File: src/mgmt_core_pkg.sv
// Management core constants for pad indices, housekeeping register map and SPI commands
package mgmt_core_pkg;

	// Pad count and housekeeping bus widths
	localparam int MPRJ_IO_PADS = 16;
	localparam int HK_ADDR_W = 6;
	localparam int HK_DATA_W = 8;
	localparam int USER_DIV_W = 4;

	// Command codes sit in the top two bits of the command byte
	// Code 00 is a no-op
	localparam logic [1:0] CMD_WRITE = 2'b10;
	localparam logic [1:0] CMD_READ = 2'b01;
	localparam logic [1:0] CMD_PASS_USER = 2'b11;

	// Mask revision bytes, least significant first, read only
	localparam logic [HK_ADDR_W-1:0] REG_MASK_REV0 = 6'h01;
	localparam logic [HK_ADDR_W-1:0] REG_MASK_REV1 = 6'h02;
	localparam logic [HK_ADDR_W-1:0] REG_MASK_REV2 = 6'h03;
	localparam logic [HK_ADDR_W-1:0] REG_MASK_REV3 = 6'h04;

	// User clock divide in bits 3:0, external reset in bit 4
	localparam logic [HK_ADDR_W-1:0] REG_CLK_CTRL = 6'h08;
	localparam int CLK_EXT_RESET_BIT = 4;

	// Pad output data and output enable bar, split in bytes
	localparam logic [HK_ADDR_W-1:0] REG_IO_OUT_LO = 6'h0A;
	localparam logic [HK_ADDR_W-1:0] REG_IO_OUT_HI = 6'h0B;
	localparam logic [HK_ADDR_W-1:0] REG_IO_OEB_LO = 6'h0C;
	localparam logic [HK_ADDR_W-1:0] REG_IO_OEB_HI = 6'h0D;

	// SDO override in bit 0
	localparam logic [HK_ADDR_W-1:0] REG_SDO_CTRL = 6'h0E;

	// All pads start as inputs
	localparam logic [MPRJ_IO_PADS-1:0] OEB_RESET = 16'hFFFF;

	// Pads 0, 1, 14 and 15 have no input path and are always driven
	localparam logic [MPRJ_IO_PADS-1:0] ALWAYS_DRV_MASK = 16'hC003;

	// Housekeeping SPI pads
	localparam int SDO_PAD = 1;
	localparam int SDI_PAD = 2;
	localparam int CSB_PAD = 3;
	localparam int SCK_PAD = 4;

	// User flash pass-through pads
	localparam int FLASH_CSB_PAD = 8;
	localparam int FLASH_SCK_PAD = 9;
	localparam int FLASH_IO0_PAD = 10;
	localparam int FLASH_IO1_PAD = 11;

endpackage
File: src/hk_cfg_if.sv
// Housekeeping configuration fields fanned out to the clocking and pad blocks
`timescale 1ns/1ps

interface hk_cfg_if;

	// User clock divide value, zero stops the clock
	logic [mgmt_core_pkg::USER_DIV_W-1:0] user_div;

	// Holds the core in reset while set
	logic ext_reset;

	// Pad output data and output enable bar
	logic [mgmt_core_pkg::MPRJ_IO_PADS-1:0] io_out;
	logic [mgmt_core_pkg::MPRJ_IO_PADS-1:0] io_oeb;

	// SDO pad driven from io_out instead of the SPI slave
	logic sdo_override;

	modport regs_mp (
		output user_div,
		output ext_reset,
		output io_out,
		output io_oeb,
		output sdo_override
	);

	modport clk_mp (
		input user_div,
		input ext_reset
	);

	modport io_mp (
		input io_out,
		input io_oeb,
		input sdo_override
	);

endinterface

File: src/hk_bus_if.sv
// Housekeeping register access bus between the SPI slave and the register bank
`timescale 1ns/1ps

interface hk_bus_if;

	// Single cycle strobes, never both high
	logic wr_en;
	logic rd_en;
	logic [mgmt_core_pkg::HK_ADDR_W-1:0] addr;
	logic [mgmt_core_pkg::HK_DATA_W-1:0] wdata;
	// Combinational from addr
	logic [mgmt_core_pkg::HK_DATA_W-1:0] rdata;

	modport slave_mp (output wr_en, output rd_en, output addr, output wdata, input rdata);

	modport regs_mp (input wr_en, input rd_en, input addr, input wdata, output rdata);

endinterface

File: src/mgmt_core.sv
// Management core housekeeping top with SPI slave, registers, clocking and pad mux
`timescale 1ns/1ps

module mgmt_core (
	input  logic clock_i,
	input  logic rst_n_i,
	input  logic [mgmt_core_pkg::MPRJ_IO_PADS-1:0] mgmt_in_data_i,
	input  logic [31:0] mask_rev_i,
	output logic [mgmt_core_pkg::MPRJ_IO_PADS-1:0] mgmt_out_data_o,
	output logic [mgmt_core_pkg::MPRJ_IO_PADS-1:0] mgmt_oeb_o,
	output logic sdo_o,
	output logic sdo_outenb_o,
	output logic core_rstn_o,
	output logic user_clk_o
);

	logic spi_sdo;
	logic pass_thru_user;

	hk_bus_if bus_if ();
	hk_cfg_if cfg_if ();

	// Housekeeping SPI listens on pads 2 to 4
	hk_spi_slave spi_i (
		.clock_i          (clock_i),
		.rst_n_i          (rst_n_i),
		.spi_csb_i        (mgmt_in_data_i[mgmt_core_pkg::CSB_PAD]),
		.spi_sck_i        (mgmt_in_data_i[mgmt_core_pkg::SCK_PAD]),
		.spi_sdi_i        (mgmt_in_data_i[mgmt_core_pkg::SDI_PAD]),
		.spi_sdo_o        (spi_sdo),
		.sdo_outenb_o     (sdo_outenb_o),
		.pass_thru_user_o (pass_thru_user),
		.bus              (bus_if.slave_mp)
	);

	hk_regs regs_i (
		.clock_i    (clock_i),
		.rst_n_i    (rst_n_i),
		.mask_rev_i (mask_rev_i),
		.bus        (bus_if.regs_mp),
		.cfg        (cfg_if.regs_mp)
	);

	// Stands in for the PLL and reset tree
	core_clocking clocking_i (
		.clock_i     (clock_i),
		.rst_n_i     (rst_n_i),
		.cfg         (cfg_if.clk_mp),
		.core_rstn_o (core_rstn_o),
		.user_clk_o  (user_clk_o)
	);

	mgmt_io_mux io_mux_i (
		.cfg              (cfg_if.io_mp),
		.pass_thru_user_i (pass_thru_user),
		.spi_sdo_i        (spi_sdo),
		.mgmt_in_data_i   (mgmt_in_data_i),
		.mgmt_out_data_o  (mgmt_out_data_o),
		.mgmt_oeb_o       (mgmt_oeb_o),
		.sdo_o            (sdo_o)
	);

	// Flash chip select stays driven low for as long as the slave holds pass-through
	a_flash_csb_low: assert property (@(posedge clock_i) disable iff (!rst_n_i)
		pass_thru_user |->
		!mgmt_out_data_o[mgmt_core_pkg::FLASH_CSB_PAD] &&
		!mgmt_oeb_o[mgmt_core_pkg::FLASH_CSB_PAD]);

endmodule

File: src/mgmt_io_mux.sv
// Management pad data and enable mux with user flash pass-through and SDO override
`timescale 1ns/1ps

module mgmt_io_mux (
	hk_cfg_if.io_mp cfg,
	input  logic    pass_thru_user_i,
	input  logic    spi_sdo_i,
	input  logic [mgmt_core_pkg::MPRJ_IO_PADS-1:0] mgmt_in_data_i,
	output logic [mgmt_core_pkg::MPRJ_IO_PADS-1:0] mgmt_out_data_o,
	output logic [mgmt_core_pkg::MPRJ_IO_PADS-1:0] mgmt_oeb_o,
	output logic    sdo_o
);

	always_comb begin
		// Register values by default
		mgmt_out_data_o = cfg.io_out;
		// Edge pads have no input path so they stay driven
		mgmt_oeb_o = cfg.io_oeb & ~mgmt_core_pkg::ALWAYS_DRV_MASK;

		// Override hands the SDO pad to io_out
		if (cfg.sdo_override)
			sdo_o = cfg.io_out[mgmt_core_pkg::SDO_PAD];
		else
			sdo_o = spi_sdo_i;

		// Flash pass-through takes over pads 8 to 10
		if (pass_thru_user_i) begin
			// Flash select held low for the whole transfer
			mgmt_out_data_o[mgmt_core_pkg::FLASH_CSB_PAD] = 1'b0;
			// Host SCK and SDI go straight to the flash
			mgmt_out_data_o[mgmt_core_pkg::FLASH_SCK_PAD] =
				mgmt_in_data_i[mgmt_core_pkg::SCK_PAD];
			mgmt_out_data_o[mgmt_core_pkg::FLASH_IO0_PAD] =
				mgmt_in_data_i[mgmt_core_pkg::SDI_PAD];
			mgmt_oeb_o[mgmt_core_pkg::FLASH_CSB_PAD] = 1'b0;
			mgmt_oeb_o[mgmt_core_pkg::FLASH_SCK_PAD] = 1'b0;
			mgmt_oeb_o[mgmt_core_pkg::FLASH_IO0_PAD] = 1'b0;
			// Flash data out returns to the host on SDO
			sdo_o = mgmt_in_data_i[mgmt_core_pkg::FLASH_IO1_PAD];
		end
	end

endmodule

File: src/core_clocking.sv
// Core reset synchronizer with external reset hold, and the divided user clock
`timescale 1ns/1ps

module core_clocking (
	input  logic      clock_i,
	input  logic      rst_n_i,
	hk_cfg_if.clk_mp  cfg,
	output logic      core_rstn_o,
	output logic      user_clk_o
);

	logic [1:0] rstn_sync;
	logic [mgmt_core_pkg::USER_DIV_W-1:0] div_cnt;
	logic [mgmt_core_pkg::USER_DIV_W-1:0] div_last;

	// Two stage release, either source pulls it low at once
	always_ff @(posedge clock_i) begin
		if (!rst_n_i || cfg.ext_reset)
			rstn_sync <= 2'b00;
		else
			rstn_sync <= {rstn_sync[0], 1'b1};
	end

	assign core_rstn_o = rstn_sync[1];

	// Last count before a toggle
	assign div_last = cfg.user_div - 1'b1;

	// Toggle every user_div cycles, divide of zero parks the clock low
	always_ff @(posedge clock_i) begin
		if (!rst_n_i) begin
			div_cnt <= '0;
			user_clk_o <= 1'b0;
		end else if (cfg.user_div == '0) begin
			div_cnt <= '0;
			user_clk_o <= 1'b0;
		end else if (div_cnt >= div_last) begin
			// Also catches a divide lowered mid count
			div_cnt <= '0;
			user_clk_o <= !user_clk_o;
		end else begin
			div_cnt <= div_cnt + 1'b1;
		end
	end

	// Register bit set by SPI must hold the core in reset from the next cycle
	a_ext_reset_hold: assert property (@(posedge clock_i) disable iff (!rst_n_i)
		cfg.ext_reset |=> !core_rstn_o);

endmodule

File: src/hk_regs.sv
// Housekeeping register bank with mask revision readback and configuration outputs
`timescale 1ns/1ps

module hk_regs (
	input  logic        clock_i,
	input  logic        rst_n_i,
	input  logic [31:0] mask_rev_i,
	hk_bus_if.regs_mp   bus,
	hk_cfg_if.regs_mp   cfg
);

	logic [mgmt_core_pkg::USER_DIV_W-1:0] user_div_q;
	logic ext_reset_q;
	logic [mgmt_core_pkg::MPRJ_IO_PADS-1:0] io_out_q;
	logic [mgmt_core_pkg::MPRJ_IO_PADS-1:0] io_oeb_q;
	logic sdo_ovr_q;
	logic ro_addr;

	// Register writes, unmapped and read-only addresses fall through
	always_ff @(posedge clock_i) begin
		if (!rst_n_i) begin
			user_div_q <= '0;
			ext_reset_q <= 1'b0;
			io_out_q <= '0;
			io_oeb_q <= mgmt_core_pkg::OEB_RESET;
			sdo_ovr_q <= 1'b0;
		end else if (bus.wr_en) begin
			case (bus.addr)
				mgmt_core_pkg::REG_CLK_CTRL: begin
					user_div_q <= bus.wdata[mgmt_core_pkg::USER_DIV_W-1:0];
					ext_reset_q <= bus.wdata[mgmt_core_pkg::CLK_EXT_RESET_BIT];
				end
				mgmt_core_pkg::REG_IO_OUT_LO: io_out_q[7:0] <= bus.wdata;
				mgmt_core_pkg::REG_IO_OUT_HI: io_out_q[15:8] <= bus.wdata;
				mgmt_core_pkg::REG_IO_OEB_LO: io_oeb_q[7:0] <= bus.wdata;
				mgmt_core_pkg::REG_IO_OEB_HI: io_oeb_q[15:8] <= bus.wdata;
				mgmt_core_pkg::REG_SDO_CTRL: sdo_ovr_q <= bus.wdata[0];
				default: ;
			endcase
		end
	end

	// Read decode, valid in the rd_en cycle
	always_comb begin
		bus.rdata = '0;
		case (bus.addr)
			mgmt_core_pkg::REG_MASK_REV0: bus.rdata = mask_rev_i[7:0];
			mgmt_core_pkg::REG_MASK_REV1: bus.rdata = mask_rev_i[15:8];
			mgmt_core_pkg::REG_MASK_REV2: bus.rdata = mask_rev_i[23:16];
			mgmt_core_pkg::REG_MASK_REV3: bus.rdata = mask_rev_i[31:24];
			mgmt_core_pkg::REG_CLK_CTRL: begin
				bus.rdata[mgmt_core_pkg::USER_DIV_W-1:0] = user_div_q;
				bus.rdata[mgmt_core_pkg::CLK_EXT_RESET_BIT] = ext_reset_q;
			end
			mgmt_core_pkg::REG_IO_OUT_LO: bus.rdata = io_out_q[7:0];
			mgmt_core_pkg::REG_IO_OUT_HI: bus.rdata = io_out_q[15:8];
			mgmt_core_pkg::REG_IO_OEB_LO: bus.rdata = io_oeb_q[7:0];
			mgmt_core_pkg::REG_IO_OEB_HI: bus.rdata = io_oeb_q[15:8];
			mgmt_core_pkg::REG_SDO_CTRL: bus.rdata[0] = sdo_ovr_q;
			default: ;
		endcase
	end

	assign cfg.user_div = user_div_q;
	assign cfg.ext_reset = ext_reset_q;
	assign cfg.io_out = io_out_q;
	assign cfg.io_oeb = io_oeb_q;
	assign cfg.sdo_override = sdo_ovr_q;

	// Mask revision window
	assign ro_addr = (bus.addr >= mgmt_core_pkg::REG_MASK_REV0) &&
		(bus.addr <= mgmt_core_pkg::REG_MASK_REV3);

	// A write to the mask revision leaves every config field unchanged
	a_ro_write: assert property (@(posedge clock_i) disable iff (!rst_n_i)
		(bus.wr_en && ro_addr) |=>
		$stable({user_div_q, ext_reset_q, io_out_q, io_oeb_q, sdo_ovr_q}));

endmodule

File: src/hk_spi_slave.sv
// Housekeeping SPI slave oversampled on the core clock, decodes commands into bus accesses
`timescale 1ns/1ps

module hk_spi_slave (
	input  logic       clock_i,
	input  logic       rst_n_i,
	input  logic       spi_csb_i,
	input  logic       spi_sck_i,
	input  logic       spi_sdi_i,
	output logic       spi_sdo_o,
	output logic       sdo_outenb_o,
	output logic       pass_thru_user_o,
	hk_bus_if.slave_mp bus
);

	logic [1:0] csb_sync;
	logic [1:0] sck_sync;
	logic [1:0] sdi_sync;
	logic sck_prev;
	logic csb_high;
	logic sck_rise;
	logic sck_fall;
	logic [4:0] bit_cnt;
	logic [1:0] cmd_code;
	logic wr_en_q;
	logic rd_en_q;
	logic [mgmt_core_pkg::HK_DATA_W-2:0] shift_in;
	logic [mgmt_core_pkg::HK_DATA_W-1:0] byte_in;
	logic [mgmt_core_pkg::HK_DATA_W-1:0] shift_out;
	logic [mgmt_core_pkg::HK_ADDR_W-1:0] addr_q;
	logic [mgmt_core_pkg::HK_DATA_W-1:0] wdata_q;

	// Two flop synchronizers, CSB idles high
	always_ff @(posedge clock_i) begin
		if (!rst_n_i) begin
			csb_sync <= 2'b11;
			sck_sync <= 2'b00;
			sck_prev <= 1'b0;
		end else begin
			csb_sync <= {csb_sync[0], spi_csb_i};
			sck_sync <= {sck_sync[0], spi_sck_i};
			sck_prev <= sck_sync[1];
		end
	end

	assign csb_high = csb_sync[1];
	// Edges only count inside a transaction
	assign sck_rise = !csb_high && sck_sync[1] && !sck_prev;
	assign sck_fall = !csb_high && !sck_sync[1] && sck_prev;
	// Byte completed by the bit arriving now
	assign byte_in = {shift_in, sdi_sync[1]};

	// Bit counter and command decode, CSB high aborts everything
	always_ff @(posedge clock_i) begin
		if (!rst_n_i || csb_high) begin
			bit_cnt <= '0;
			cmd_code <= '0;
			wr_en_q <= 1'b0;
			rd_en_q <= 1'b0;
			sdo_outenb_o <= 1'b1;
			spi_sdo_o <= 1'b0;
			pass_thru_user_o <= 1'b0;
		end else begin
			wr_en_q <= 1'b0;
			rd_en_q <= 1'b0;
			// Stop after the data byte, extra clocks are ignored
			if (sck_rise && bit_cnt != 5'(2 * mgmt_core_pkg::HK_DATA_W)) begin
				bit_cnt <= bit_cnt + 5'd1;
				// Eighth bit closes the command byte
				if (bit_cnt == 5'(mgmt_core_pkg::HK_DATA_W - 1)) begin
					cmd_code <= byte_in[mgmt_core_pkg::HK_DATA_W-1 -: 2];
					rd_en_q <= (byte_in[mgmt_core_pkg::HK_DATA_W-1 -: 2] ==
						mgmt_core_pkg::CMD_READ);
					pass_thru_user_o <= (byte_in[mgmt_core_pkg::HK_DATA_W-1 -: 2] ==
						mgmt_core_pkg::CMD_PASS_USER);
				end
				// Sixteenth bit closes the data byte
				if (bit_cnt == 5'(2 * mgmt_core_pkg::HK_DATA_W - 1))
					wr_en_q <= (cmd_code == mgmt_core_pkg::CMD_WRITE);
			end
			// Drive SDO for the rest of a read
			if (rd_en_q)
				sdo_outenb_o <= 1'b0;
			// Read data leaves MSB first on falling SCK
			if (sck_fall && !sdo_outenb_o)
				spi_sdo_o <= shift_out[mgmt_core_pkg::HK_DATA_W-1];
		end
	end

	// Shift registers and captured address and data
	always_ff @(posedge clock_i) begin
		sdi_sync <= {sdi_sync[0], spi_sdi_i};
		if (sck_rise)
			shift_in <= byte_in[mgmt_core_pkg::HK_DATA_W-2:0];
		if (sck_rise && bit_cnt == 5'(mgmt_core_pkg::HK_DATA_W - 1))
			addr_q <= byte_in[mgmt_core_pkg::HK_ADDR_W-1:0];
		if (sck_rise && bit_cnt == 5'(2 * mgmt_core_pkg::HK_DATA_W - 1))
			wdata_q <= byte_in;
		// Load while rdata is valid, then shift with each SDO bit
		if (rd_en_q)
			shift_out <= bus.rdata;
		else if (sck_fall && !sdo_outenb_o)
			shift_out <= {shift_out[mgmt_core_pkg::HK_DATA_W-2:0], 1'b0};
	end

	assign bus.wr_en = wr_en_q;
	assign bus.rd_en = rd_en_q;
	assign bus.addr = addr_q;
	assign bus.wdata = wdata_q;

	// Read and write strobes come from different command codes
	a_rd_wr_excl: assert property (@(posedge clock_i) disable iff (!rst_n_i)
		!(bus.wr_en && bus.rd_en));

	// Host timing keeps every access inside the CSB low window
	a_no_access_idle: assert property (@(posedge clock_i) disable iff (!rst_n_i)
		(bus.wr_en || bus.rd_en) |-> !csb_high);

endmodule

File: config.mk
export PLATFORM = sky130hd
export DESIGN_NAME = mgmt_core
export DESIGN_NICKNAME = d
export VERILOG_FILES = /design/src/mgmt_core_pkg.sv /design/src/hk_cfg_if.sv /design/src/hk_bus_if.sv /design/src/mgmt_core.sv /design/src/mgmt_io_mux.sv /design/src/core_clocking.sv /design/src/hk_regs.sv /design/src/hk_spi_slave.sv
export SDC_FILE = /design/constraint.sdc
export NUM_CORES = 1
export LEC_CHECK = 0
export ABC_AREA = 1
export BUFFER_PORTS_ARGS = -buffer_cell sky130_fd_sc_hd__buf_2
export CAP_MARGIN = 20
export CORE_ASPECT_RATIO = 1.2
export CORE_MARGIN = 4
export CORE_UTILIZATION = 40
export DETAILED_ROUTE_END_ITERATION = 12
export SYNTH_ARGS = -nofsm -noshare
export SYNTH_HDL_FRONTEND = slang
export SYNTH_SLANG_ARGS = --single-unit
File: constraint.sdc
create_clock -name clock_i -period 4.6 [get_ports clock_i]
set_input_delay 0.23 -clock clock_i [delete_from_list [all_inputs] [get_ports clock_i]]
set_output_delay 0.23 -clock clock_i [all_outputs]
set_load 0.05 [all_outputs]
; Word level (Yosys, flattened, before mapping)
; Cells that the tools add are included.
; W data, S select, Z words.
[op_classes]
add_sub_neg = 3
n_bitwise = 4
mux = 10
n_lt_le_gt_ge = 1
n_eq_ne = 16
reduce_logical = 29
[ops]
columns = op, count
row1 = $eq A6 B4 Y1 const B, 6
row2 = $pmux W4 S9, 1
row3 = $pmux W3 S8, 1
row4 = $mux W8, 2
row5 = $reduce_and A2 Y1, 7
row6 = $eq A6 B2 Y1 const B, 2
row7 = $pmux W1 S10, 1
row8 = $reduce_or A3 Y1, 3
row9 = $logic_and A1 B1 Y1, 8
row10 = $eq A6 B1 Y1 const B, 1
row11 = $eq A6 B3 Y1 const B, 1
row12 = $logic_not A1 Y1, 6
row13 = $mux W3, 2
row14 = $add A5 B1 Y5 const B, 1
row15 = $eq A5 B3 Y1 const B, 1
row16 = $eq A5 B4 Y1 const B, 1
row17 = $ne A5 B5 Y1 const B, 1
row18 = $add A4 B1 Y4 const B, 1
row19 = $eq A2 B2 Y1 const B, 2
row20 = $ge A4 B4 Y1, 1
row21 = $logic_not A4 Y1, 1
row22 = $not A1 Y1, 4
row23 = $sub A4 B1 Y4 const B, 1
row24 = $mux W1, 3
row25 = other kinds (4), 5
[totals]
word_cells = 89
register_bits = 93
out_inout_bits = 36

; Depth between registers and ports, before layout
[logic_depth]
ltp_word = 6
mapped_depth = 10

; Cells and area by module
; From an unflattened synthesis, not the netlist that was laid out.
[hier_totals]
cells_unflattened = 601
area_unflattened_um2 = 4640.7
[modules_own_cells]
columns = module, area_per_inst_um2, instances, cells_each
row1 = hk_regs, 2150.8, 1, 344
row2 = hk_spi_slave, 1761.7, 1, 156
row3 = core_clocking, 422.9, 1, 50
row4 = mgmt_io_mux, 305.3, 1, 51

; Worst setup path after synthesis
; No wires, ideal clock.
[synth_timing]
path_type = flip-flop to output port
startpoint = register spi_i.pass_thru_user_o
endpoint = output mgmt_out_data_o[10] (netlist bit)
stages_incl_launch_ff = 3
path_slack_ns = 2.777
arrival_time_ns = 1.593
required_ns = 4.370
n_path_buf = 1
path_cell_list = dfxtp_1 > clkbuf_1 > o21ai_0
[synth_between]
elab_chain_cells = 1
[synth_lines]
columns = element, line
row1 = start: declaration, hk_spi_slave.sv:12  ; output logic pass_thru_user_o,
row2 = start signal: assignment, hk_spi_slave.sv:74  ; pass_thru_user_o <= (byte_in[mgmt_core_pkg::HK_DATA_W-1 -: 2] ==
row3 = $mux W3, mgmt_io_mux.sv:27  ; if (pass_thru_user_i) begin
row4 = end: declaration, mgmt_core.sv:9  ; output logic [mgmt_core_pkg::MPRJ_IO_PADS-1:0] mgmt_out_data_o,
; No other way between the ends.

; Final worst setup path
[layout_timing]
startpoint = register spi_i.addr_q, in the netlist spi_i.bus.addr[5]
endpoint = register regs_i.io_oeb_q, in the netlist regs_i.cfg.io_oeb[14]
[layout_between]
elab_chain_cells = 2
[layout_lines]
columns = element, line
row1 = start: declaration, hk_spi_slave.sv:30  ; logic [mgmt_core_pkg::HK_ADDR_W-1:0] addr_q;
row2 = start signal: assignment, hk_spi_slave.sv:96  ; addr_q <= byte_in[mgmt_core_pkg::HK_ADDR_W-1:0];
row3 = $eq A6 B4 Y1, hk_regs.sv:28  ; case (bus.addr)
row4 = $reduce_and A2 Y1 (no source line), -
row5 = end signal: assignment, hk_regs.sv:25  ; io_oeb_q <= mgmt_core_pkg::OEB_RESET;
row6 = end: declaration, hk_regs.sv:15  ; logic [mgmt_core_pkg::MPRJ_IO_PADS-1:0] io_oeb_q;
; No other way between the ends.
; A chain may end at the register's enable or synchronous reset.

==> results list <==
- Peak supply drop: 0.000141 V
- Pwr dens: 318 nW/um^2
- In this run the horizontal extent of the chip is 105 um.
* Period utilization: approximately half
* Count of buffers inserted at the top-level ports: 69
- Counting I/O delays and the setup requirement, the final critical path takes 2.29 ns.
- Post-synthesis instance area: 4480 sq um
* Clock buffers created by TritonCTS: 9
* Clock H-tree levels: 3
- For the pin with the worst max-slew slack, the measured transition is 1.07 ns.
- Entering global routing, the biggest net connects 46 pins.
* Synth area leaders: sky130_fd_sc_hd__dfxtp_1, sky130_fd_sc_hd__edfxtp_1, sky130_fd_sc_hd__nand2_1, sky130_fd_sc_hd__nor2_1, sky130_fd_sc_hd__nand3_1
* Detailed-route vias per instance: 5.07
- In this run the worst setup path begins at spi_i.bus.addr[5].
- Data on the critical path arrives at its endpoint at 2.50 ns.
- Number of routed nets with antenna violations: 0
- After synthesis, flip-flops and latches occupy 48.0% of the total area.
- Kind of end point of the critical path: flip-flop
* CTS Root Cell: sky130_fd_sc_hd__clkbuf_16
- Wire length of the first global-routing pass: 17800 um
- The worst register-to-register path has a depth of 8.
* Number of antenna violations at the first check in global routing: 0
- The synthesized design spends more area on one cell type than any other, namely sky130_fd_sc_hd__dfxtp_1.
- Most used standard cell by instance count after synthesis: sky130_fd_sc_hd__nand2_1
* Worst hold path depth: 2
* P&R area growth vs syn: 12.2%
- The run finished with clean final reports.
* Global-route congestion overflow total: 0
* Reg2Reg Launch Point: spi_i.bus.addr[5]
* Count of synthesis-stage warnings from yosys: 0
- The die is ~120 um tall.
- Post-CTS repair timing setup buffer count: 0
- Along the worst path, the maximum fanout reaches 45.
- The most critical setup path has its endpoint at regs_i.cfg.io_oeb[14].
- The first detailed-routing pass took 6 iterations.
- For this configuration, the core starts out at a cell density of 40.8%.
- Across every metal layer, demand over resource in global routing totals approximately 18%.
- Yosys top cell area share: 28.6%
- The count of final hold-check violations came to 0.
* Number of core rows: 42
- At the end of routability-driven placement, the weighted congestion stood at 0.913.
- For this design the static power due to leakage is 2.18 nW.
* Routed via count: 3759
* Initial drt markers: 175
- Averaged over all synthesized cells, the footprint is around 8 sq um.
- Drc violations: 0
* Reg-to-Reg End: regs_i.cfg.io_oeb[14]
- The clock reaches the later pin of the worst-skew pair after roughly 0.34 ns.
- Post-Route Setup TNS: 0 ns
- Final clock skew: slightly above 0.007 ns
* RSZ-0062 raised after global routing: false
- Number of global-route vias before repair: 3424
- In this run the tightest slew margin relative to its limit is 28.5%.
* R2R setup slack: 2.31 ns
- Post-route core utilization: 45.8%
- The region available for standard cell placement spans 11000 sq um.
- Clock tree from TritonCTS: done
- In this run, post-CTS repair resized a total of 0 instances.
- The critical path is of the reg -> reg type.
* Post-cts hold buffer count: 1
- Ports placed on the boundary: 86
- Fraction of layout cells with a size suffix above 1: a little under a fifth
- Total of flip-flops plus latches after synthesis: 93
- The floorplan step defined a die boundary enclosing 13000 sq um.
- In this run, distinct cell masters in the synthesized netlist total 34.
- 0 antenna diodes ended up in the layout.
* Number of violations of the max-capacitance limit: 0
* Final count of pins violating max slew: 0
- The worst hold path belongs to the class in -> reg.
* Most used flip-flop cell after synthesis: sky130_fd_sc_hd__dfxtp_1
- The synthesized design contains 29 enable-type register cells.
- Detailed-placement wirelength estimate: about 8400 um
- Crit path launch type: flip-flop
* Highest Clock Rate: 436 MHz
- NumNets Final: 663
* Clock sink count: 93
- In the final routed layout, each cell accounts on average for 15.4 um.
- CTS clock-pin slew for the worst setup and hold paths: 0.07 ns
- After filler insertion, the fill cell instance count of the layout stands at 1109.
- Endpoints failing setup: 0
- Asr flop ratio synth: 0%
- Buffer depth of the longest clock path: 2
- Gate count after technology mapping: 560
- Required time reported for the critical path endpoint: roughly 4.8 ns
* WL final: 11400 um
* Most frequent cells after synthesis: sky130_fd_sc_hd__nand2_1, sky130_fd_sc_hd__nor2_1, sky130_fd_sc_hd__dfxtp_1
==> state kept, by name, indices dropped and copies added (netlist names), 2 cells and up <==
register / flops
regs_i.cfg.io_oeb: 16
regs_i.cfg.io_out: 16
spi_i.bus.wdata: 8
spi_i.shift_out: 8
spi_i.shift_in: 7
spi_i.bus.addr: 6
spi_i.bit_cnt: 5
clocking_i.div_cnt: 4
regs_i.cfg.user_div: 4
clocking_i.rstn_sync: 2
spi_i.cmd_code: 2
spi_i.csb_sync: 2
spi_i.sck_sync: 2
spi_i.sdi_sync: 2
==> cell usage in the layout, fill, tap and decap left out, drive strengths merged <==
cell type	instances
buf	70
o21ai	35
nor2	76
nor3b	2
nand2	122
clkinv	3
o21bai	1
a31oi	1
clkinvlp	3
or2	3
ha	9
inv	63
a21oi	22
dlygate4sd3	1
xor2	2
edfxtp	29
nor3	7
xnor2	2
nand3	49
o31ai	1
o211ai	4
dfxtp	64
nand4	27
clkbuf	9
conb	4
==> critical path, cell delays in order (launching register included) <==
cell and delay (ns):
sky130_fd_sc_hd__edfxtp_1 0.43, sky130_fd_sc_hd__nor2_4 0.85, sky130_fd_sc_hd__nand2_4 0.10, sky130_fd_sc_hd__nor2_4 0.16
sky130_fd_sc_hd__inv_2 0.07, sky130_fd_sc_hd__nor2_4 0.24, sky130_fd_sc_hd__inv_1 0.16, sky130_fd_sc_hd__nand2_1 0.09
sky130_fd_sc_hd__nand3_1 0.06
==> report_power, final <==
part / switching, W / internal (W)
logic: 0.0000255 / 0.0000154
registers: 0.00000194 / 0.000845
clock network: 0.000337 / 0.000374
total: 0.000364 / 0.00123
==> per-layer routing <==
layer	track usage, %	wire (um)	vias to the layer above
li1	-	-	1903
met1	21.7	5000	1720
met4	9.11	341	0
met5	0	0	-
met3	3.11	626	22
met2	30.4	5460	114
==> worst min path at each step <==
stage	from	endpoint	slack, ns
final	mgmt_in_data_i[3]	spi_i.csb_sync[0]	0.08
after global routing	mgmt_in_data_i[3]	spi_i.csb_sync[0]	0.07
after CTS	mgmt_in_data_i[3]	spi_i.csb_sync[0]	0.07
after detailed placement	spi_i.sdi_sync[0]	spi_i.sdi_sync[1]	0.31
after global placement	spi_i.sdi_sync[0]	spi_i.sdi_sync[1]	0.31
after floorplan	mgmt_in_data_i[2]	spi_i.sdi_sync[0]	0.26
==> through the flow <==
stage | hold WS (ns) | power [W] | cells | instance area [sq um] | setup WS, ns
CTS | 0.0705 | 0.00161 | 741 | 5030 | 2.32
global route | 0.0683 | 0.00165 | 741 | 5030 | 2.11
floorplan | 0.258 | 0.000888 | 563 | 4490 | 2.78
global placement | 0.314 | 0.000904 | 724 | 4730 | 2.37
detailed placement | 0.312 | 0.000905 | 724 | 4730 | 2.31
finish | 0.0767 | 0.00160 | 741 | 5030 | 2.31
==> logic make-up after synthesis <==
family | Yosys count | synth area share (%)
AO/OA/AOI/OAI | 64 | 7.62
XOR/XNOR | 4 | 0.782
adder cells (fa/ha/maj) | 9 | 2.51
buffers and inverters | 103 | 11.4
flip-flops | 93 | 48.0
other | 1 | 0.0836
AND/OR/NAND/NOR | 286 | 29.6
==> cell type report <==
class / count / area, sq um / area share, %
tap: 132 / 165 / 3.28
inverter: 62 / 233 / 4.63
sequential: 93 / 2150 / 42.8
multi-input combinational: 367 / 1830 / 36.4
clock inverter: 7 / 60.1 / 1.19
clock buffer: 9 / 225 / 4.48
timing repair buffer: 71 / 363 / 7.21
Note: power is estimated with default switching activity, not from simulation.
